--- src/verilog/mc_defines.svh ---
`ifndef MC_DEFINES_SVH
`define MC_DEFINES_SVH

// Tile row
`define MC_NUM_TILES 4
`define MC_TILE_WORDS 64

// Host port widths
`define MC_AXIL_ADDR_W 16
`define MC_AXIL_DATA_W 32
`define MC_AXIL_MASK_W (`MC_AXIL_DATA_W / 8)

`endif

--- src/verilog/mc_pkg.sv ---
`include "mc_defines.svh"

package mc_pkg;

  typedef logic [`MC_AXIL_DATA_W-1:0] mc_data_t;
  typedef logic [`MC_AXIL_MASK_W-1:0] mc_mask_t;
  typedef logic [`MC_AXIL_ADDR_W-1:0] mc_axil_addr_t;
  typedef logic [$clog2(`MC_TILE_WORDS)-1:0] mc_word_addr_t;
  typedef logic [$clog2(`MC_NUM_TILES)-1:0] mc_tile_id_t;
  typedef logic [1:0] mc_resp_t;

  localparam mc_resp_t mc_resp_okay = 2'b00;

  typedef enum logic [1:0] {
    MC_OP_LOAD,
    MC_OP_STORE,
    MC_OP_STORE_MASKED
  } mc_op_e;

  typedef enum logic {
    MC_RET_CREDIT,
    MC_RET_DATA
  } mc_ret_e;

  typedef enum logic [1:0] {
    IDLE,
    ISSUE,
    WAIT_RET,
    RESPOND
  } mc_client_state_e;

  // Host transaction as seen by the dispatcher
  typedef struct packed {
    logic          write;
    mc_axil_addr_t addr;
    mc_data_t      data;
    mc_mask_t      mask;
  } mc_req_s;

  typedef struct packed {
    mc_op_e        op;
    mc_tile_id_t   dest;
    mc_word_addr_t addr;
    mc_mask_t      mask;
    mc_data_t      data;
  } mc_packet_s;

  typedef struct packed {
    mc_ret_e  ret_type;
    mc_data_t data;
  } mc_ret_packet_s;

endpackage

--- src/verilog/mc_req_dispatch.sv ---
`timescale 1ns/1ps

`include "mc_defines.svh"

module mc_req_dispatch
  import mc_pkg::*;
(
  input  logic                     req_v_i,
  input  mc_req_s                  req_i,
  output logic                     req_ready_and_o,

  output logic [`MC_NUM_TILES-1:0] pkt_v_o,
  output mc_packet_s               pkt_o,
  input  logic [`MC_NUM_TILES-1:0] pkt_ready_i
);

  // Byte address layout: word offset, word index, tile number
  localparam int word_lsb_lp = $clog2(`MC_AXIL_MASK_W);
  localparam int tile_lsb_lp = word_lsb_lp + $bits(mc_word_addr_t);

  mc_tile_id_t dest;
  logic        full_mask;

  assign dest      = req_i.addr[tile_lsb_lp +: $bits(mc_tile_id_t)];
  assign full_mask = (req_i.mask == '1);

  always_comb begin
    pkt_o.dest = dest;
    pkt_o.addr = req_i.addr[word_lsb_lp +: $bits(mc_word_addr_t)];
    pkt_o.data = req_i.data;
    if (!req_i.write) begin
      pkt_o.op   = MC_OP_LOAD;
      pkt_o.mask = '1;
    end else if (full_mask) begin
      pkt_o.op   = MC_OP_STORE;
      pkt_o.mask = req_i.mask;
    end else begin
      pkt_o.op   = MC_OP_STORE_MASKED;
      pkt_o.mask = req_i.mask;
    end
  end

  // Valid goes to the addressed tile only
  always_comb begin
    pkt_v_o       = '0;
    pkt_v_o[dest] = req_v_i;
  end

  assign req_ready_and_o = pkt_ready_i[dest];

endmodule

--- config.mk ---
export PLATFORM = sky130hd
export DESIGN_NAME = mc_req_dispatch
export DESIGN_NICKNAME = d
export VERILOG_FILES = /design/src/verilog/mc_pkg.sv /design/src/verilog/mc_req_dispatch.sv
export VERILOG_INCLUDE_DIRS = /design/src /design/src/verilog
export SDC_FILE = /design/constraint.sdc
export NUM_CORES = 1
export LEC_CHECK = 0
export ABC_AREA = 1
export BUFFER_PORTS_ARGS = -buffer_cell sky130_fd_sc_hd__buf_2
export CAP_MARGIN = 20
export CORE_ASPECT_RATIO = 1.4
export CORE_UTILIZATION = 22
export DETAILED_ROUTE_END_ITERATION = 6
export PLACE_DENSITY = 0.84
export SYNTH_ARGS = -nofsm -noshare
export SYNTH_HDL_FRONTEND = slang
export SYNTH_SLANG_ARGS = --single-unit
--- constraint.sdc ---
create_clock -name vclk -period 0.8
set_input_delay 0.08 -clock vclk [all_inputs]
set_output_delay 0.08 -clock vclk [all_outputs]
set_load 0.02 [all_outputs]
After elaboration in Yosys (flattened, before gate mapping)
Cells that the tools add are included.
{ "classes": {"add_sub_neg": 0, "multipliers": 0, "shifts": 0, "div": 0, "n_lt_le_gt_ge": 2, "mux": 7, "n_bitwise": 1, "n_reduce_logical": 1, "n_eq_ne": 1} }
{ "op_table": {"columns": ["operator", "count"], "rows": [
  ["$and 4x4->4", 1],
  ["$eq 4x4->1 const B", 1],
  ["$mux 2", 2],
  ["$mux 4", 1],
  ["$lt 2x3->1 const B", 1],
  ["$bmux 1 s2", 1],
  ["$demux 1 s2", 1],
  ["$ge 2x1->1 const B", 1],
  ["$mux 1", 2],
  ["$logic_and 1x1->1", 1]
]} }
{ "word_totals": {"out_inout_bits": 51, "rom_bits": 0, "wordCells": 12, "latch_bits": 0, "in_bits": 58, "register_bits": 0, "ramBits": 0, "memories": 0} }

Longest topological paths before layout
Gate-level depths: netlist of the first run.
{ "logic_depth": {"word_depth": 5, "depth_mapped": 5, "depth_no_buf": 5} }

Worst setup path before layout of the first run
OpenSTA, ideal clock, no wires.
{ "synth_timing": {"path_type": "in2out", "startpoint": "in req_i[52] (netlist bit)", "endpoint": "out pkt_o[44] (netlist bit)", "slack_ps": 77, "required_ps": 720, "stages": 2, "t_arrival_ps": 643, "n_path_buf": 0, "path_cell_list": "inv_1 > nor3_1"} }
{ "synth_lines": {"columns": ["element", "line", "source"], "rows": [
  ["start: declaration", "mc_req_dispatch.sv:9", "input mc_req_s req_i,"],
  ["end: declaration", "mc_req_dispatch.sv:13", "output mc_packet_s pkt_o,"]
]} }

==> reports/qor.yml, run 1 <==
route:
  first_iter_violations: 0
  ant_nets: 0
  wl_per_cell_um: 11.1
  first_pass_iters: 1
  drc: 0
  viasPerCell: 4.35
  num_vias: 309
  drt_wl_total_um: 791
job:
  cap_viol_max_count: 0
critical_path:
  critical_path.slowest_cell: "or2_2"
  worstSetupEndpointType: "primary output"
  crit_family: "buffers and inverters"
  critPathLaunchType: "input pin"
  crit_required_ns: 0.72
  cp.arrival_ns: 0.65
  crit_type: "in2out"
  path_max_fanout: 6
  crit_path_cell_trace: "buf_2, inv_2, or2_2, buf_4"
  slowest_delay_ns: 0.28
  crit_buf_inv: 3
hold_path:
  min_from: "req_i[23]"
  min_to: "pkt_o[19]"
  hold_depth: 0
  worstHoldPathType: "in2out"
floorplanning:
  coreArea_um2: 1780
  die_h_um: 53.6
  initial_core_util_pct: 23.6
  ioPinCount: 109
  fp.dieArea_um2: 2090
  die_x_um: 38.9
  num_rows: 18
finish:
  drive_gt1_share_pct: 62.7
  clock_buffers: 0
  area_growth_pct: -35.2
  register_area_um2: 0
  nets: 111
  multiInputGateArea_um2: 104
  seq_cells: 0
  antenna_cells: 0
  fillers: 213
clock_tree:
  cts_resized: 0
  hold_buffers: 0
  post_cts.repair.setup_buffers: 0
placed_design:
  port-buffer-count: 25
  place_hpwl_um: 690
  gp_congestion: 0.673
  post-place-ws_ns: 0.0321
synth:
  synth_top_area_share_pct: 71.6
  synth-compound-area-share_pct: 0
  syn-num-nets: 124
  synth_cell_types: 8
  syn_area_um2: 419
  synthMuxAreaShare_pct: 0
  synthXorXnorAreaFrac_pct: 0
  synth_top_family_by_area: "buffers and inverters"
  synth_area_leaders: "buf_4 72%, nand2_1 9.9%, or2_2 6.0%"
  syn_area_per_cell_um2: 6.35
  ys_warn_count: 0
  synthSimpleGateAreaFrac_pct: 24.8
  yosys.area.top_type: "buf_4"
  synth_adder_area_share_pct: 0
  syn_inst: 66
  seq_area_frac_synth_pct: 0
outcome:
  outcome: "finished clean"
sta:
  rsz0062_at_grt: "false"
  slew_viol_final: 0
  tightest_slew_ns: 0.150
  fmax_ghz: 1.37
  hold_violations: 0
  fin_worst_hold_slack_ns: 0.160
  setup_tns_ns: 0
  finalSetupViolCount: 0
  period_needed_ns: 0.730
  period_share_pct: 91.2
  relSlewSlack_pct: 89.9
  worst_slack_ns: 0.0705
grt:
  antenna_found_initial: 0
  grt_use_total_pct: 6.35
  grt_pass1_vias: 258
  grt_max_degree: 7
  grt_pass1_wl_um: 986
  overflow: 0
pwr:
  pwr_density_cell_nw_per_um2: 576
  power_leakage_nw: 0.171
  vdd_drop_max_uv: 174
  finalPower_mw: 0.156
[kinds of logic after synthesis]
group,Yosys count
buf+inv,44
simple gates,22
[area by class of cell]
type                            instances  area share [%]
Tap cell                               20            9.22
Multi-Input combinational cell         22            38.2
Timing Repair Buffer                   25            47.0
Inverter                                4            5.53
[Yosys cell counts (all sizes together)]
master,instances
or2,4
inv,4
nor3,5
nor2,2
nand2,11
buf,40
[per-stage QoR]
stage          instance area [µm²]  utilization [%]  instances
3_5_place_dp                   269             15.1         71
5_1_grt                        272             15.3         71
2_1_floorplan                  419                -         66
6_report                       272             15.3         71
3_3_place_gp                   269             15.1         71
4_1_cts                        269             15.1         71
[layer usage]
layer	GRT usage (%)	vias up	part of all wire, %
li1	-	130	-
met4	12.1	0	18
met2	11.1	46	44
met1	2.23	103	16
met5	0	-	0
met3	2.89	30	21
[worst max path at each step]
stage	startpoint	end	cells past startpoint
2_1_floorplan	req_i[52]	pkt_o[44]	2
3_3_place_gp	req_i[52]	pkt_o[33]	4
3_5_place_dp	req_i[52]	pkt_o[33]	4
4_1_cts	req_i[52]	pkt_o[33]	4
5_1_grt	req_i[44]	req_ready_and_o	7
6_report	req_i[52]	pkt_o[33]	4
[layout by cell type, fill, tap and decap left out]
cell type	synthesis	routed
buf_2	0	24
buf_4	40	1
nor3_1	4	4
inv_2	1	2
or2_2	4	4
nand2_1	11	11
inv_1	3	2
nor2_1	2	2
nor3_2	1	1
[report_power, final]
group | switching (mW) | internal (mW)
Sequential | 0 | 0
Clock | 0 | 0
Combinational | 0.0933 | 0.0632
Total | 0.0933 | 0.0632
(Power assumes the default switching activity.)
==> inputs of run 2 (changes only) <==
--- a/config.mk
+++ b/config.mk
@@ -14,4 +14,5 @@
 export DETAILED_ROUTE_END_ITERATION = 6
 export PLACE_DENSITY = 0.84
+export SETUP_SLACK_MARGIN = 0.2
 export SYNTH_ARGS = -nofsm -noshare
 export SYNTH_HDL_FRONTEND = slang
==> constraint.sdc (replaced) <==
create_clock -name vclk -period 0.8
set_input_delay 0.24 -clock vclk [all_inputs]
set_output_delay 0.24 -clock vclk [all_outputs]
set_load 0.02 [all_outputs]
==> reports/qor.yml, run 2 (same netlist as run 1, synthesis figures left out) <==
grt:
  grt_pass1_wl_um: 1220
  grt_pass1_vias: 305
  overflow: 0
  grt_use_total_pct: 8.27
  grt_max_degree: 7
  antenna_found_initial: 0
placed_design:
  port-buffer-count: 25
  post-place-ws_ns: -0.326
  gp_congestion: 0.696
  place_inst: 72
  place_hpwl_um: 675
  placed_cell_area_um2: 353
floorplanning:
  die_h_um: 53.6
  coreArea_um2: 1780
  ioPinCount: 109
  die_x_um: 38.9
  num_rows: 18
  fp.dieArea_um2: 2090
  initial_core_util_pct: 23.6
sta:
  rsz0062_at_grt: "true"
  period_needed_ns: 1.05
  tightest_slew_ns: 0.329
  hold_violations: 0
  setup_tns_ns: -1.92
  slew_viol_final: 0
  finalSetupViolCount: 11
  period_share_pct: 131
  worst_slack_ns: -0.246
  relSlewSlack_pct: 78.0
  fmax_ghz: 0.956
route:
  wl_per_cell_um: 12.8
  first_pass_iters: 1
  ant_nets: 0
  drc: 0
  first_iter_violations: 0
  drt_wl_total_um: 931
  num_vias: 341
  viasPerCell: 4.67
finish:
  final_area_um2: 551
  clock_buffers: 0
  drive_gt1_share_pct: 86.8
  register_area_um2: 0
  seq_cells: 0
  nets: 113
  final_cell_mix: "10 x buf_6, 8 x buf_2, 7 x buf_8, 6 x nand2_1, 5 x nor3_4"
  stdcell_count: 73
  antenna_cells: 0
  area_growth_pct: 31.3
  final_common_cell: "buf_6"
  fillers: 181
pwr:
  vdd_drop_max_uv: 173
  intPower_mw: 0.166
  pwr-share-seq_pct: 0
  swShare_pct: 47.1
  pwr_density_cell_nw_per_um2: 569
  switching_power_mw: 0.148
  p_comb_share_pct: 100.0
  clkPwrFrac_pct: 0
  power_leakage_nw: 0.270
  finalPower_mw: 0.313
critical_path:
  crit_type: "in2out"
  critPathLaunchType: "input pin"
  crit_required_ns: 0.56
  worstSetupEndpointType: "primary output"
  path_max_fanout: 4
  cp.arrival_ns: 0.81
job:
  cap_viol_max_count: 0
outcome:
  outcome: "finished, violations left"
  violations: "negative setup slack"
hold_path:
  worstHoldPathType: "in2out"
-- run 2: cell type report --
class	instances	area, µm²	share of cell area (%)
repair buffers	27	285	51.8
inverters	4	32.5	5.91
multi-input cells	22	208	37.7
well taps	20	25.0	4.55
-- run 2: critical path, cell delays in order --
cell and delay [ns]:
buf_2 0.10, inv_1 0.25, nor3_4 0.06, buf_2 0.16
-- run 2: power by group through the flow --
stage / clock network, mW / logic, mW / registers (mW)
floorplan: 0 / 0.471 / 0
global placement: 0 / 0.199 / 0
detailed placement: 0 / 0.203 / 0
CTS: 0 / 0.301 / 0
global route: 0 / 0.331 / 0
finish: 0 / 0.313 / 0
-- run 2: routing by layer --
metal	share of wire, %	track usage [%]	vias to the layer above
li1	-	-	135
met1	17	1.75	141
met4	14	11.5	0
met3	18	3.31	26
met2	51	18.1	39
met5	0	0	-
-- run 2: worst paths after layout --
| kind | startpoint | end | depth (start not counted) |
|---|---|---|---|
| setup / recovery | req_v_i | pkt_v_o[1] | 4 |
| hold / removal | req_i[34] | pkt_o[30] | 0 |
-- run 2: what timing repair did --
item | in CTS | in global routing
pin swaps | 7 | 4
resized for setup | 48 | 7
setup buffers | 1 | 0
hold buffers | 0 | 0
setup endpoints to repair | 13 | 13
-- run 2: stage by stage --
step	hold WS (ns)	util, %
2_1_floorplan	0.515	-
3_3_place_gp	0.480	19.8
4_1_cts	0.480	29.5
5_1_grt	0.480	30.9
6_report	0.480	30.9
3_5_place_dp	0.480	19.8
==> inputs of run 3 (changes only) <==
BUFFER_PORTS_ARGS = -buffer_cell sky130_fd_sc_hd__buf_4   (was -buffer_cell sky130_fd_sc_hd__buf_2)
==> reports/qor.yml, run 3 (same netlist as run 1, synthesis figures left out) <==
finish:
  nets: 114
  area_growth_pct: 31.9
  drive_gt1_share_pct: 90.7
  antenna_cells: 0
  register_area_um2: 0
  final_cell_mix: "12 x buf_4, 12 x buf_6, 6 x nand2_2, 5 x nor3_4"
  seq_cells: 0
  clock_buffers: 0
  final_area_um2: 553
outcome:
  violations: "negative setup slack"
  outcome: "finished, violations left"
pwr:
  finalPower_mw: 0.318
  intPower_mw: 0.169
  clkPwrFrac_pct: 0
  pwr-share-seq_pct: 0
  pwr_density_cell_nw_per_um2: 574
  vdd_drop_max_uv: 166
  switching_power_mw: 0.148
  p_comb_share_pct: 100.0
  power_leakage_nw: 0.256
  swShare_pct: 46.7
placed_design:
  place_hpwl_um: 769
  port-buffer-count: 25
  post-place-ws_ns: -0.294
  placed_cell_area_um2: 415
  gp_congestion: 0.708
sta:
  tightest_slew_ns: 0.326
  period_needed_ns: 1.06
  worst_slack_ns: -0.261
  hold_violations: 0
  slew_viol_final: 0
  fin_worst_hold_slack_ns: 0.480
  rsz0062_at_grt: "true"
  period_share_pct: 133
  fmax_ghz: 0.943
  setup_tns_ns: -2.64
  relSlewSlack_pct: 78.3
  finalSetupViolCount: 12
critical_path:
  cp.arrival_ns: 0.82
  crit_path_cell_trace: "buf_8, clkinvlp_4, buf_6, nor3_4, buf_6"
  critPathLaunchType: "input pin"
  critical_path.slowest_cell: "buf_6"
  crit_buf_inv: 4
  worstSetupEndpointType: "primary output"
  crit_family: "buffers and inverters"
  crit_required_ns: 0.56
  path_max_fanout: 5
  critPathMostFrequentCell: "buf_6"
  slowest_delay_ns: 0.15
  crit_type: "in2out"
floorplanning:
  initial_core_util_pct: 23.6
  die_x_um: 38.9
  coreArea_um2: 1780
  die_h_um: 53.6
  ioPinCount: 109
  num_rows: 18
  fp.dieArea_um2: 2090
grt:
  antenna_found_initial: 0
  grt_max_degree: 7
  overflow: 0
  grt_pass1_vias: 343
  grt_use_total_pct: 9.34
  grt_pass1_wl_um: 1370
route:
  num_vias: 339
  viasPerCell: 4.58
  wl_per_cell_um: 13.9
  drt_wl_total_um: 1030
  ant_nets: 0
  first_pass_iters: 1
  drc: 0
  first_iter_violations: 0
hold_path:
  worstHoldPathType: "in2out"
job:
  cap_viol_max_count: 0
run 3: final timing paths:
path                  start         to  cells past startpoint
setup / recovery  req_i[52]  pkt_o[44]                      5
hold / removal    req_i[34]  pkt_o[30]                      0
run 3: what timing repair did:
item / in CTS / in global routing
hold buffers: 0 / 0
gates resized for setup: 23 / 10
setup buffers: 2 / 0
pin swaps: 3 / 5
endpoints found under the setup margin: 13 / 13
run 3: per-stage QoR:
stage	util, %	std cells
after CTS	29.1	74
after global placement	23.3	72
final	31.1	74
after detailed placement	23.3	72
after floorplan	-	66
after global routing	31.1	74
run 3: per-layer routing:
metal | vias up | share of wire (%) | GRT usage, %
li1 | 136 | - | -
met1 | 140 | 14 | 2.49
met2 | 39 | 57 | 20.3
met3 | 24 | 17 | 4.13
met4 | 0 | 12 | 11.5
met5 | - | 0 | 0
run 3: area by class of cell:
type	instances	area [µm²]
Timing Repair Buffer	28	295
Multi-Input combinational cell	22	198
Fill cell	187	1230
Inverter	4	35.0
Tap cell	20	25.0
run 3: power groups by stage:
stage                     sequential [mW]  clock (mW)  combinational (mW)
after floorplan                         0           0               0.471
after global placement                  0           0               0.236
after detailed placement                0           0               0.241
after CTS                               0           0               0.295
after global routing                    0           0               0.335
final                                   0           0               0.318
