<file path="config.mk">
export PLATFORM = sky130hd
export DESIGN_NAME = mc_return_collect
export DESIGN_NICKNAME = d
export VERILOG_FILES = /design/src/verilog/mc_pkg.sv /design/src/verilog/mc_return_collect.sv
export VERILOG_INCLUDE_DIRS = /design/src /design/src/verilog
export SDC_FILE = /design/constraint.sdc
export NUM_CORES = 1
export LEC_CHECK = 0
export BUFFER_PORTS_ARGS = -buffer_cell sky130_fd_sc_hd__buf_2
export CAP_MARGIN = 20
export CORE_AREA = 2 2 68 70
export DETAILED_ROUTE_END_ITERATION = 16
export DIE_AREA = 0 0 70 72
export GPL_TIMING_DRIVEN = 0
export PLACE_DENSITY = 0.87
export SETUP_SLACK_MARGIN = 0.4
export SLEW_MARGIN = 10
export SYNTH_ARGS = -nofsm -noshare
export SYNTH_HDL_FRONTEND = slang
export SYNTH_SLANG_ARGS = --single-unit
</file>
<file path="constraint.sdc">
create_clock -name clk_i -period 3.7 [get_ports clk_i]
set_input_delay 0.37 -clock clk_i [delete_from_list [all_inputs] [get_ports clk_i]]
set_output_delay 0.37 -clock clk_i [all_outputs]
set_load 0.01 [all_outputs]
</file>
<file path="src/verilog/mc_defines.svh">
`ifndef MC_DEFINES_SVH
`define MC_DEFINES_SVH

// Tile row
`define MC_NUM_TILES 4
`define MC_TILE_WORDS 64

// Host port widths
`define MC_AXIL_ADDR_W 16
`define MC_AXIL_DATA_W 32
`define MC_AXIL_MASK_W (`MC_AXIL_DATA_W / 8)

`endif

</file>
<file path="src/verilog/mc_pkg.sv">
`include "mc_defines.svh"

package mc_pkg;

  typedef logic [`MC_AXIL_DATA_W-1:0] mc_data_t;
  typedef logic [`MC_AXIL_MASK_W-1:0] mc_mask_t;
  typedef logic [`MC_AXIL_ADDR_W-1:0] mc_axil_addr_t;
  typedef logic [$clog2(`MC_TILE_WORDS)-1:0] mc_word_addr_t;
  typedef logic [$clog2(`MC_NUM_TILES)-1:0] mc_tile_id_t;
  typedef logic [1:0] mc_resp_t;

  localparam mc_resp_t mc_resp_okay = 2'b00;

  typedef enum logic [1:0] {
    MC_OP_LOAD,
    MC_OP_STORE,
    MC_OP_STORE_MASKED
  } mc_op_e;

  typedef enum logic {
    MC_RET_CREDIT,
    MC_RET_DATA
  } mc_ret_e;

  typedef enum logic [1:0] {
    IDLE,
    ISSUE,
    WAIT_RET,
    RESPOND
  } mc_client_state_e;

  // Host transaction as seen by the dispatcher
  typedef struct packed {
    logic          write;
    mc_axil_addr_t addr;
    mc_data_t      data;
    mc_mask_t      mask;
  } mc_req_s;

  typedef struct packed {
    mc_op_e        op;
    mc_tile_id_t   dest;
    mc_word_addr_t addr;
    mc_mask_t      mask;
    mc_data_t      data;
  } mc_packet_s;

  typedef struct packed {
    mc_ret_e  ret_type;
    mc_data_t data;
  } mc_ret_packet_s;

endpackage

</file>
<file path="src/verilog/mc_return_collect.sv">
`timescale 1ns/1ps

`include "mc_defines.svh"

module mc_return_collect
  import mc_pkg::*;
(
  input  logic                                     clk_i,
  input  logic                                     rst_n_i,

  input  logic           [`MC_NUM_TILES-1:0]       ret_v_i,
  input  mc_ret_packet_s [`MC_NUM_TILES-1:0]       ret_i,
  output logic           [`MC_NUM_TILES-1:0]       ret_yumi_o,

  output logic                                     ret_v_o,
  output mc_ret_packet_s                           ret_o,
  input  logic                                     ret_ready_and_i
);

  mc_tile_id_t ptr_r;
  mc_tile_id_t sel;
  logic        xfer;

  // Walk backwards so the valid tile nearest the pointer wins
  always_comb begin
    sel = ptr_r;
    for (int i = `MC_NUM_TILES - 1; i >= 0; i--) begin
      if (ret_v_i[(int'(ptr_r) + i) % `MC_NUM_TILES]) begin
        sel = mc_tile_id_t'((int'(ptr_r) + i) % `MC_NUM_TILES);
      end
    end
  end

  assign ret_v_o = |ret_v_i;
  assign ret_o   = ret_i[sel];
  assign xfer    = ret_v_o & ret_ready_and_i;

  always_comb begin
    ret_yumi_o      = '0;
    ret_yumi_o[sel] = xfer;
  end

  always_ff @(posedge clk_i or negedge rst_n_i) begin
    if (!rst_n_i) begin
      ptr_r <= '0;
    end else if (xfer) begin
      ptr_r <= mc_tile_id_t'((int'(sel) + 1) % `MC_NUM_TILES);
    end
  end

endmodule

</file>
# ---- Word-level counts from Yosys, hierarchy flattened
# Index checks and enable logic that the tools add are counted.
dict set report word_totals {
  ff_bits 2
  inputBits 139
  output_inout_bits 38
  word_cells 40
}
dict set report classes {
  n_addsub 4
  order_cmp 6
  n_mux 19
  bitwise 5
  reduce_logical 5
}
# op count
set op_table {}
lappend op_table {{$bmux W33 S2} 1}
lappend op_table {{$mux W33} 1}
lappend op_table {{$lt A3 B4 Y1 const B} 3}
lappend op_table {{$bmux W1 S2} 4}
lappend op_table {{$mux W1} 8}
lappend op_table {{$mux W2} 4}
lappend op_table {{$lt A2 B3 Y1 const B} 2}
lappend op_table {{$reduce_or A2 Y1} 3}
lappend op_table {{$add A2 B1 Y2 const B} 2}
lappend op_table {{$add A2 B2 Y2 const B} 2}
lappend op_table {{$and A4 B4 Y4} 1}
lappend op_table {{$reduce_or A4 Y1} 1}
lappend op_table {{$and A1 B1 Y1 const A} 3}
lappend op_table {{$demux W1 S2} 1}
lappend op_table {{$ge A2 B1 Y1 const B} 1}
lappend op_table {{$and A1 B1 Y1} 1}
lappend op_table {{$logic_and A1 B1 Y1} 1}

# ---- Longest topological paths before layout
# Gate-level depths: netlist of the first run.
dict set report logic_depth {
  word_depth 15
  depth_mapped 7
  depth_no_buf 5
}

# ---- Worst setup path before layout of the first run
# No wires, ideal clock.
dict set report synth_path {
  path_type {register -> output}
  from {reg ptr_r[1]}
  to {out ret_o[0] (netlist bit)}
  t_arrival_ps 1750
  required_time_ps 3330
  setup_slack_ps 1580
  path_stages_with_launch 8
  path_buffers 2
  path_cell_list {dfrtp_1 > nor3b_1 > or4_4 > o21a_1 > buf_6 > buf_6 > mux2i_1 > mux2i_1}
}
# element line_no
set synth_lines {}
lappend synth_lines {{start: declaration} mc_return_collect.sv:20} ;# mc_tile_id_t ptr_r;
lappend synth_lines {{start signal: assignment} mc_return_collect.sv:47} ;# ptr_r <= mc_tile_id_t'((int'(sel) + 1) % `MC_NUM_TILES);
lappend synth_lines {{end: declaration} mc_return_collect.sv:16} ;# output mc_ret_packet_s ret_o,

==> impl_metrics.yaml, run 1 <==
global_route:
  overflow: 0
  grt_busiest_layer: "met2"
  grt_pass1_wl_mm: 7.57
  grtUsageMet2_pct: 37.4
  use_met1_pct: 19.9
  antenna_found_initial: 0
  grt_max_degree: 11
  grt_usage_pct: 18.1
  grt_pass1_vias: 1759
  met3_usage_pct: 2.22
logic_synthesis:
  synth.area.top_cells: "mux2i_1, buf_6, dfrtp_1, a21oi_1, buf_2"
  async_flop_share_pct: 100
  synth_cell_type_count: 22
  synth_area_um2: 1320
  synth_edf_count: 0
  ys_dominant_reg_cell: "dfrtp_1"
  synth_most_common_cell: "mux2i_1"
  ys_ff_latch: 2
  synth-seq-area-share_pct: 3.78
  yosys_warnings: 0
  synth_cells: 141
  synth_top_area_share_pct: 74.9
  syn-num-nets: 280
  yosysTopAreaCell: "mux2i_1"
  netlist_top_cells_count: "mux2i_1, buf_6, a21oi_1, buf_2"
  syn_area_per_cell_um2: 9.39
cells_and_area:
  drive_above_1_share_pct: 60.4
  final_nets: 462
  largest_reg_flops: 2
  fin_cells: 373
  area_delta_synth_final_pct: 75.3
  antenna_cells: 0
  regMostFlops: "ptr_r"
  fill_cells: 395
  largestRegisters: "ptr_r: 2 flops"
power:
  ir_drop_v: 0.000313
  switching_share_pct: 46.4
  pwr-share-seq_pct: 3.5
  p_int_uw: 629
  power_leakage_nw: 1.44
  p_clk_share_pct: 7.2
  combPwrFrac_pct: 89.2
  cellPowerDensity_nw_per_um2: 505
  p_switching_uw: 544
detailed_routing:
  vias: 1768
  wl_per_cell_um: 13.4
  drtIter0Drc: 73
  antenna_left: 0
  route.detailed.drc: 0
  drt-pass1-iter-count: 5
  via_per_inst: 4.74
  postRouteWirelength_mm: 5.01
place:
  dp_cells: 369
  hpwl_mm: 4.28
  globalplace.congestion: 0.757
  port-buffer-count: 176
setup_path:
  critical_path.max_fanout: 10
  reg2reg_slack_ns: 1.88
  rr_endpoint: "ptr_r[1]$_DFFE_PN0P_"
  endpoint_kind: "output pin"
  reg2reg_depth: 6
  arrival_ns: 2.14
  crit_type: "flip-flop to output pin"
  reg2reg_from: "ptr_r[1]$_DFFE_PN0P_"
  required_ns: 3.33
  cp-start-kind: "flip-flop"
flow_run:
  drv_cap: 0
timing:
  max_freq_ghz: 0.399
  worst_pin_slew_ns: 0.308
  maxSlewViolCount: 0
  setup_viol: 0
  rsz0062_at_grt: "no"
  max-slew-margin-rel_pct: 79.5
  fin_crit_ns: 2.51
  finalHoldViolCount: 0
  fin_skew_ns: 0.00524
  fin_crit_sh_pct: 67.8
  tns_ns: 0
floorplanning:
  core_area_um2: 4260
  top_level_ports: 177
  start_util_pct: 31.0
  die_x_um: 70
  num_rows: 24
  die_h_um: 72
  dieArea_um2: 5040
cts:
  cts_root_buf: "clkbuf_8"
  clk_path_buf_depth: 2
  cts_inserted_buffers: 3
  clk_transition_reported_paths_ns: 0.03
  htree_levels: 1
  tritoncts: "built"
  cts_resized: 0
  clkLatencyLatePin_ns: 0.21
  cts.sinks: 2
outcome:
  status: "finished clean"
hold_path:
  min_path_type: "input port to asynchronous set/reset pin"
## placed cells by master (no fill, tap or decap), types with 2 or more instances in the layout
master and count:
a21oi_1 4, buf_2 180, buf_6 8, clkbuf_8 3, dfrtp_1 2, inv_1 3
mux2i_1 99, nand2_1 3, nor2_1 2, nor2b_1 2, nor3b_1 2
## critical path, stage by stage, from the launching register on
cell	delay, ns
dfrtp_1	0.41
nor3b_1	0.16
or4_4	0.49
o21a_1	0.13
buf_6	0.14
buf_6	0.16
mux2i_1	0.13
mux2i_1	0.15
buf_2	0.16
## metrics by stage
step	setup WS (ns)	total power, mW	utilization (%)	hold slack (ns)	cell area (um^2)
after floorplan	1.58	0.769	-	0.0744	1320
after global placement	1.31	1.08	53.2	0.155	2270
after detailed placement	1.30	1.10	53.2	0.160	2270
after CTS	1.19	1.19	54.4	0.488	2320
after global routing	1.03	1.26	54.4	0.504	2320
final	1.19	1.17	54.4	0.474	2320
## routing by layer
layer | vias up | share of wire (%)
li1 | 895 | -
met1 | 781 | 37
met2 | 90 | 56
met3 | 2 | 6.4
met4 | 0 | 0.38
met5 | - | 0
## layout make-up
cell class                      count  area [um^2]  share of cell area, %
Buffer                             12          110                   4.74
Multi-Input combinational cell    124         1150                   49.6
Inverter                            3         11.3                  0.485
Sequential cell                     2         50.0                   2.16
Tap cell                           52         65.1                   2.80
Clock buffer                        3         41.3                   1.78
Timing Repair Buffer              177          891                   38.4
## cell families (layout without fill, tap and decap cells)
| group | after synthesis | after routing | synth area share, % |
|---|---|---|---|
| mux | 100 | 100 | 75.7 |
| compound gates | 9 | 9 | 4.73 |
| buf+inv | 15 | 195 | 9.17 |
| simple gates | 15 | 15 | 6.62 |
| flops | 2 | 2 | 3.78 |
## power groups by stage
| stage | registers [mW] | clock network (mW) | logic (mW) |
|---|---|---|---|
| CTS | 0.0410 | 0.0864 | 1.06 |
| global placement | 0.0405 | 0 | 1.03 |
| floorplan | 0.0387 | 0 | 0.730 |
| finish | 0.0416 | 0.0846 | 1.05 |
| global route | 0.0432 | 0.0903 | 1.13 |
| detailed placement | 0.0411 | 0 | 1.05 |
## worst max path at each step
stage / from / slack (ns) / cells past startpoint / to
6_report: ptr_r[1]$_DFFE_PN0P_ / 1.19 / 8 / ret_o[28]
5_1_grt: ptr_r[1]$_DFFE_PN0P_ / 1.03 / 7 / ret_o[28]
4_1_cts: ptr_r[0]$_DFFE_PN0P_ / 1.19 / 7 / ret_o[26]
3_5_place_dp: ret_v_i[2] / 1.30 / 9 / ret_o[28]
3_3_place_gp: ret_v_i[2] / 1.31 / 9 / ret_o[27]
2_1_floorplan: ptr_r[1]$_DFFE_PN0P_ / 1.58 / 7 / ret_o[0]
## timing repair
item / in CTS / in global routing
hold buffers: 1 / 0
setup endpoints to repair: 0 / 0
buffers inserted: 0 / 0
hold endpoints to repair: 2 / 0
Power figures use the tool's default switching activity.
==> run 2: changes to the inputs <==
==> constraint.sdc (replaced) <==
create_clock -name clk_i -period 2.5 [get_ports clk_i]
set_input_delay 0.25 -clock clk_i [delete_from_list [all_inputs] [get_ports clk_i]]
set_output_delay 0.25 -clock clk_i [all_outputs]
set_load 0.01 [all_outputs]
==> run 2 against run 1 <==
Power grew 90%. Clock skew is 0.0024 ns lower. Critical path depth is the same. Critical path type unchanged.
==> impl_metrics.yaml, run 2 (synthesis gave the netlist of run 1 again) <==
place:
  port-buffer-count: 176
  dp_cells: 369
  globalplace.congestion: 0.757
  hpwl_mm: 4.28
cts:
  htree_levels: 1
  clkLatencyLatePin_ns: 0.21
  cts_inserted_buffers: 3
  cts.sinks: 2
  clk_transition_reported_paths_ns: 0.03
  tritoncts: "built"
  clk_path_buf_depth: 2
  cts_root_buf: "clkbuf_8"
timing:
  max_freq_ghz: 0.426
  fin_skew_ns: 0.00283
  maxSlewViolCount: 0
  worst_pin_slew_ns: 0.254
  rsz0062_at_grt: "yes"
  fin_crit_ns: 2.34
  fin_crit_sh_pct: 93.8
  max-slew-margin-rel_pct: 83.1
  setup_viol: 0
  finalHoldViolCount: 0
  tns_ns: 0
cells_and_area:
  regMostFlops: "ptr_r"
  antenna_cells: 0
  largestRegisters: "ptr_r: 2 flops"
  multi_input_area_um2: 1180
  final_nets: 475
  largest_reg_flops: 2
  layout_common_cells: "buf_2, mux2i_1, buf_4"
  regArea_um2: 50.0
  fill_cells: 366
  mostFrequentLayoutCell: "buf_2"
  drive_above_1_share_pct: 64.1
  area_delta_synth_final_pct: 101
  final_core_util_pct: 62.4
  fin_cells: 386
floorplanning:
  dieArea_um2: 5040
  start_util_pct: 31.0
  core_area_um2: 4260
  top_level_ports: 177
  num_rows: 24
  die_h_um: 72
  die_x_um: 70
power:
  pwr-share-seq_pct: 2.5
  combPwrFrac_pct: 91.8
  switching_share_pct: 41.1
  cellPowerDensity_nw_per_um2: 839
  p_switching_uw: 918
  power_leakage_nw: 1.58
  p_clk_share_pct: 5.7
  ir_drop_v: 0.000435
  power.total_mw: 2.23
  p_int_mw: 1.31
setup_path:
  arrival_ns: 2.09
  critical_path.max_fanout: 5
  cp_cell_sequence: "nor3b_1, or4_4, o21a_4, clkbuf_16, clkbuf_16, mux2i_1, mux2i_1, buf_2"
  required_ns: 2.25
  crit_type: "flip-flop to output pin"
  reg2reg_slack_ns: 0.70
  rr_endpoint: "ptr_r[1]$_DFFE_PN0P_"
  reg2reg_depth: 6
  endpoint_kind: "output pin"
  cp_top_family: "simple AND/OR/NAND/NOR gates"
  cp-startpoint: "ptr_r[1]$_DFFE_PN0P_"
  crit_path_max_incr_delay_ns: 0.49
  path_buf_inv: 3
  cp_slowest_cell: "or4_4"
  reg2reg_from: "ptr_r[1]$_DFFE_PN0P_"
  cp-start-kind: "flip-flop"
outcome:
  status: "finished clean"
detailed_routing:
  route.detailed.drc: 0
  vias: 1836
  antenna_left: 0
  wl_per_cell_um: 14.4
  drtIter0Drc: 48
  via_per_inst: 4.76
  postRouteWirelength_mm: 5.56
  drt-pass1-iter-count: 2
global_route:
  grt_pass1_vias: 1843
  antenna_found_initial: 0
  grt_pass1_wl_mm: 8.08
  grt_max_degree: 11
  grt_usage_pct: 19.6
  overflow: 0
hold_path:
  min_path_type: "input port to asynchronous set/reset pin"
flow_run:
  drv_cap: 0
run 2: what timing repair did:
item	in CTS	in global routing
hold endpoints to repair	2	0
gates resized for setup	25	7
buffers inserted	3	2
gates cloned	4	4
endpoints found under the setup margin	37	37
pin swaps	0	0
hold buffers	1	0
run 2: per-layer routing:
metal  up-vias  routed length [um]  track usage [%]
met1       819                2090             21.6
met3         4                 312             2.50
met4         0                  33             2.99
li1        923                   -                -
met5         -                   0                0
met2        90                3120             40.4
run 2: worst max path at each step:
stage	endpoint	slack, ns	cells past startpoint
6_report	ret_o[31]	0.16	8
5_1_grt	ret_o[28]	0.05	8
2_1_floorplan	ret_o[0]	0.50	7
4_1_cts	ret_o[26]	0.16	8
3_3_place_gp	ret_o[27]	0.34	8
3_5_place_dp	ret_o[26]	0.34	7
run 2: per-stage QoR:
stage	worst slack [ns]	hold slack, ns	area [um^2]
after floorplan	0.500	-0.0456	1320
after global placement	0.339	0.0349	2270
after detailed placement	0.336	0.0399	2270
after CTS	0.160	0.368	2520
after global routing	0.0548	0.383	2660
final	0.155	0.349	2660
run 2: final cells by class:
class / count / area share, %
plain buffers: 12 / 6.96
well taps: 52 / 2.45
inverters: 3 / 0.423
clock buffers: 3 / 1.55
multi-input cells: 124 / 44.4
flip-flops and latches: 2 / 1.88
repair buffers: 190 / 42.3
run 2: power groups by stage:
stage | logic (mW) | clock network, mW | registers [mW]
floorplan | 1.08 | 0 | 0.0572
global placement | 1.53 | 0 | 0.0599
detailed placement | 1.56 | 0 | 0.0609
CTS | 1.88 | 0.128 | 0.0550
global route | 2.19 | 0.135 | 0.0572
finish | 2.05 | 0.127 | 0.0553
==> run 3: changes to the inputs <==
--- a/config.mk
+++ b/config.mk
@@ -8,9 +8,10 @@
 export LEC_CHECK = 0
 export BUFFER_PORTS_ARGS = -buffer_cell sky130_fd_sc_hd__buf_2
 export CAP_MARGIN = 20
-export CORE_AREA = 2 2 68 70
+export CELL_PAD_IN_SITES_DETAIL_PLACEMENT = 1
+export CELL_PAD_IN_SITES_GLOBAL_PLACEMENT = 2
+export CORE_UTILIZATION = 14
 export DETAILED_ROUTE_END_ITERATION = 16
-export DIE_AREA = 0 0 70 72
 export GPL_TIMING_DRIVEN = 0
 export PLACE_DENSITY = 0.87
 export SETUP_SLACK_MARGIN = 0.4
==> run 3 against run 2 <==
Flip-flop and latch count is the same. Power shrank 5.0%. Highest routed layer unchanged. Via count grew 3.1%. Largest power group unchanged. Clock skew shrank 0.0023 ns.
==> impl_metrics.yaml, run 3 (synthesis gave the netlist of run 1 again) <==
timing:
  max-slew-margin-rel_pct: 82.7
  fin_skew_ns: 0.000507
  max_freq_ghz: 0.418
  fin_crit_ns: 2.39
  finalHoldViolCount: 0
  rsz0062_at_grt: "yes"
  maxSlewViolCount: 0
  timing.hold.ws_ns: 0.363
  worst_pin_slew_ns: 0.260
  fin_crit_sh_pct: 95.7
  setup_viol: 0
  layout_setup_ws_ns: 0.107
setup_path:
  endpoint_kind: "output pin"
  required_ns: 2.25
  crit_type: "flip-flop to output pin"
  arrival_ns: 2.14
  cp-startpoint: "ptr_r[0]$_DFFE_PN0P_"
  cp_slowest_cell: "or4_4"
  reg2reg_depth: 6
  path_buf_inv: 3
  crit_path_frequent_cell: "buf_12"
  cp_cell_sequence: "nor2b_1, or4_4, o21a_4, buf_12, buf_12, mux2i_2, mux2i_1, buf_2"
  reg2reg_from: "ptr_r[0]$_DFFE_PN0P_"
  cp_top_family: "simple AND/OR/NAND/NOR gates"
  rr_endpoint: "ptr_r[1]$_DFFE_PN0P_"
  crit_path_max_incr_delay_ns: 0.54
  cp-start-kind: "flip-flop"
  critical_path.max_fanout: 10
  reg2reg_slack_ns: 0.67
cells_and_area:
  area_delta_synth_final_pct: 101
  drive_above_1_share_pct: 64.7
  fill_cells: 1134
  largestRegisters: "ptr_r: 2 flops"
  layout_common_cells: "buf_2, mux2i_1, buf_4"
  antenna_cells: 0
  largest_reg_flops: 2
  final_core_util_pct: 29.0
  final_nets: 472
  multi_input_area_um2: 1200
  regArea_um2: 50.0
  fin_cells: 442
  mostFrequentLayoutCell: "buf_2"
  regMostFlops: "ptr_r"
detailed_routing:
  vias: 1892
  postRouteWirelength_mm: 6.13
  drt-pass1-iter-count: 2
  wl_per_cell_um: 13.9
  antenna_left: 0
  drtIter0Drc: 15
  route.detailed.drc: 0
  via_per_inst: 4.28
place:
  hpwl_mm: 4.94
  pre_cts_ws_ns: 0.258
  dp_cells: 428
  port-buffer-count: 176
  globalplace.congestion: 0.761
cts:
  tritoncts: "built"
  cts.sinks: 2
  clkLatencyLatePin_ns: 0.21
  clk_path_buf_depth: 2
  cts_root_buf: "clkbuf_8"
  cts_inserted_buffers: 3
  htree_levels: 1
  clk_transition_reported_paths_ns: 0.03
floorplanning:
  start_util_pct: 14.4
  die_x_um: 99.2
  dieArea_um2: 9850
  core_area_um2: 9200
  num_rows: 35
  die_h_um: 99.2
  top_level_ports: 177
hold_path:
  min_path_type: "input port to asynchronous set/reset pin"
global_route:
  overflow: 0
  grt_max_degree: 11
  grt_pass1_wl_mm: 9.36
  antenna_found_initial: 0
  grt_pass1_vias: 1959
  grt_usage_pct: 11.7
outcome:
  status: "finished clean"
power:
  power.total_mw: 2.12
  cellPowerDensity_nw_per_um2: 796
  power_leakage_nw: 1.55
  ir_drop_v: 0.000167
flow_run:
  drv_cap: 0
run 3: cell count changes in the layout (fill, tap and decap cells not counted), moves of 2 or more:
cell | before | now
mux2i_1 | 94 | 97
buf_6 | 0 | 3
buf_2 | 176 | 174
mux2i_2 | 5 | 2
clkbuf_16 | 4 | 1
run 3: per-stage QoR:
| step | TNS, ns | instance area, um^2 |
|---|---|---|
| 4_1_cts | 0 | 2570 |
| 3_3_place_gp | 0 | 2340 |
| 2_1_floorplan | 0 | 1320 |
| 3_5_place_dp | 0 | 2340 |
| 6_report | 0 | 2670 |
| 5_1_grt | -0.0188 | 2670 |
run 3: what timing repair did:
item | 4_1_cts | 5_1_grt
pin swaps | 0 | 1
cloned | 2 | 1
endpoints found under the setup margin | 37 | 37
hold buffers | 1 | 0
endpoints found under the hold margin | 2 | 0
resized for setup | 23 | 13
buffers inserted | 5 | 2
run 3: worst max-delay path by stage:
stage	endpoint	slack [ns]	cells after the start
global placement	ret_o[32]	0.32	7
detailed placement	ret_o[24]	0.26	7
finish	ret_o[2]	0.11	8
global route	ret_o[21]	-0.007	8
CTS	ret_o[27]	0.12	8
floorplan	ret_o[0]	0.50	7
run 3: area by class of cell:
| cell class | instances | area share (%) |
|---|---|---|
| Clock buffer | 3 | 1.55 |
| Buffer | 12 | 6.90 |
| Multi-Input combinational cell | 124 | 45.2 |
| Timing Repair Buffer | 187 | 38.9 |
| Tap cell | 111 | 5.21 |
| Sequential cell | 2 | 1.88 |
| Inverter | 3 | 0.422 |
run 3: per-layer routing:
layer / vias to the layer above / share of wire, % / wire length, um / GRT usage (%)
met5: - / 0 / 0 / 0
met4: 0 / 0.36 / 22 / 2.38
met3: 3 / 6.1 / 371 / 1.48
met2: 98 / 56 / 3420 / 23.8
met1: 872 / 38 / 2310 / 12.7
li1: 919 / - / - / -
run 3: power by group:
group          switching, mW  total, mW  internal (mW)
clock                 0.0255      0.127          0.102
sequential            0.0128     0.0587         0.0458
combinational          0.873       1.94           1.06
total                  0.911       2.12           1.21
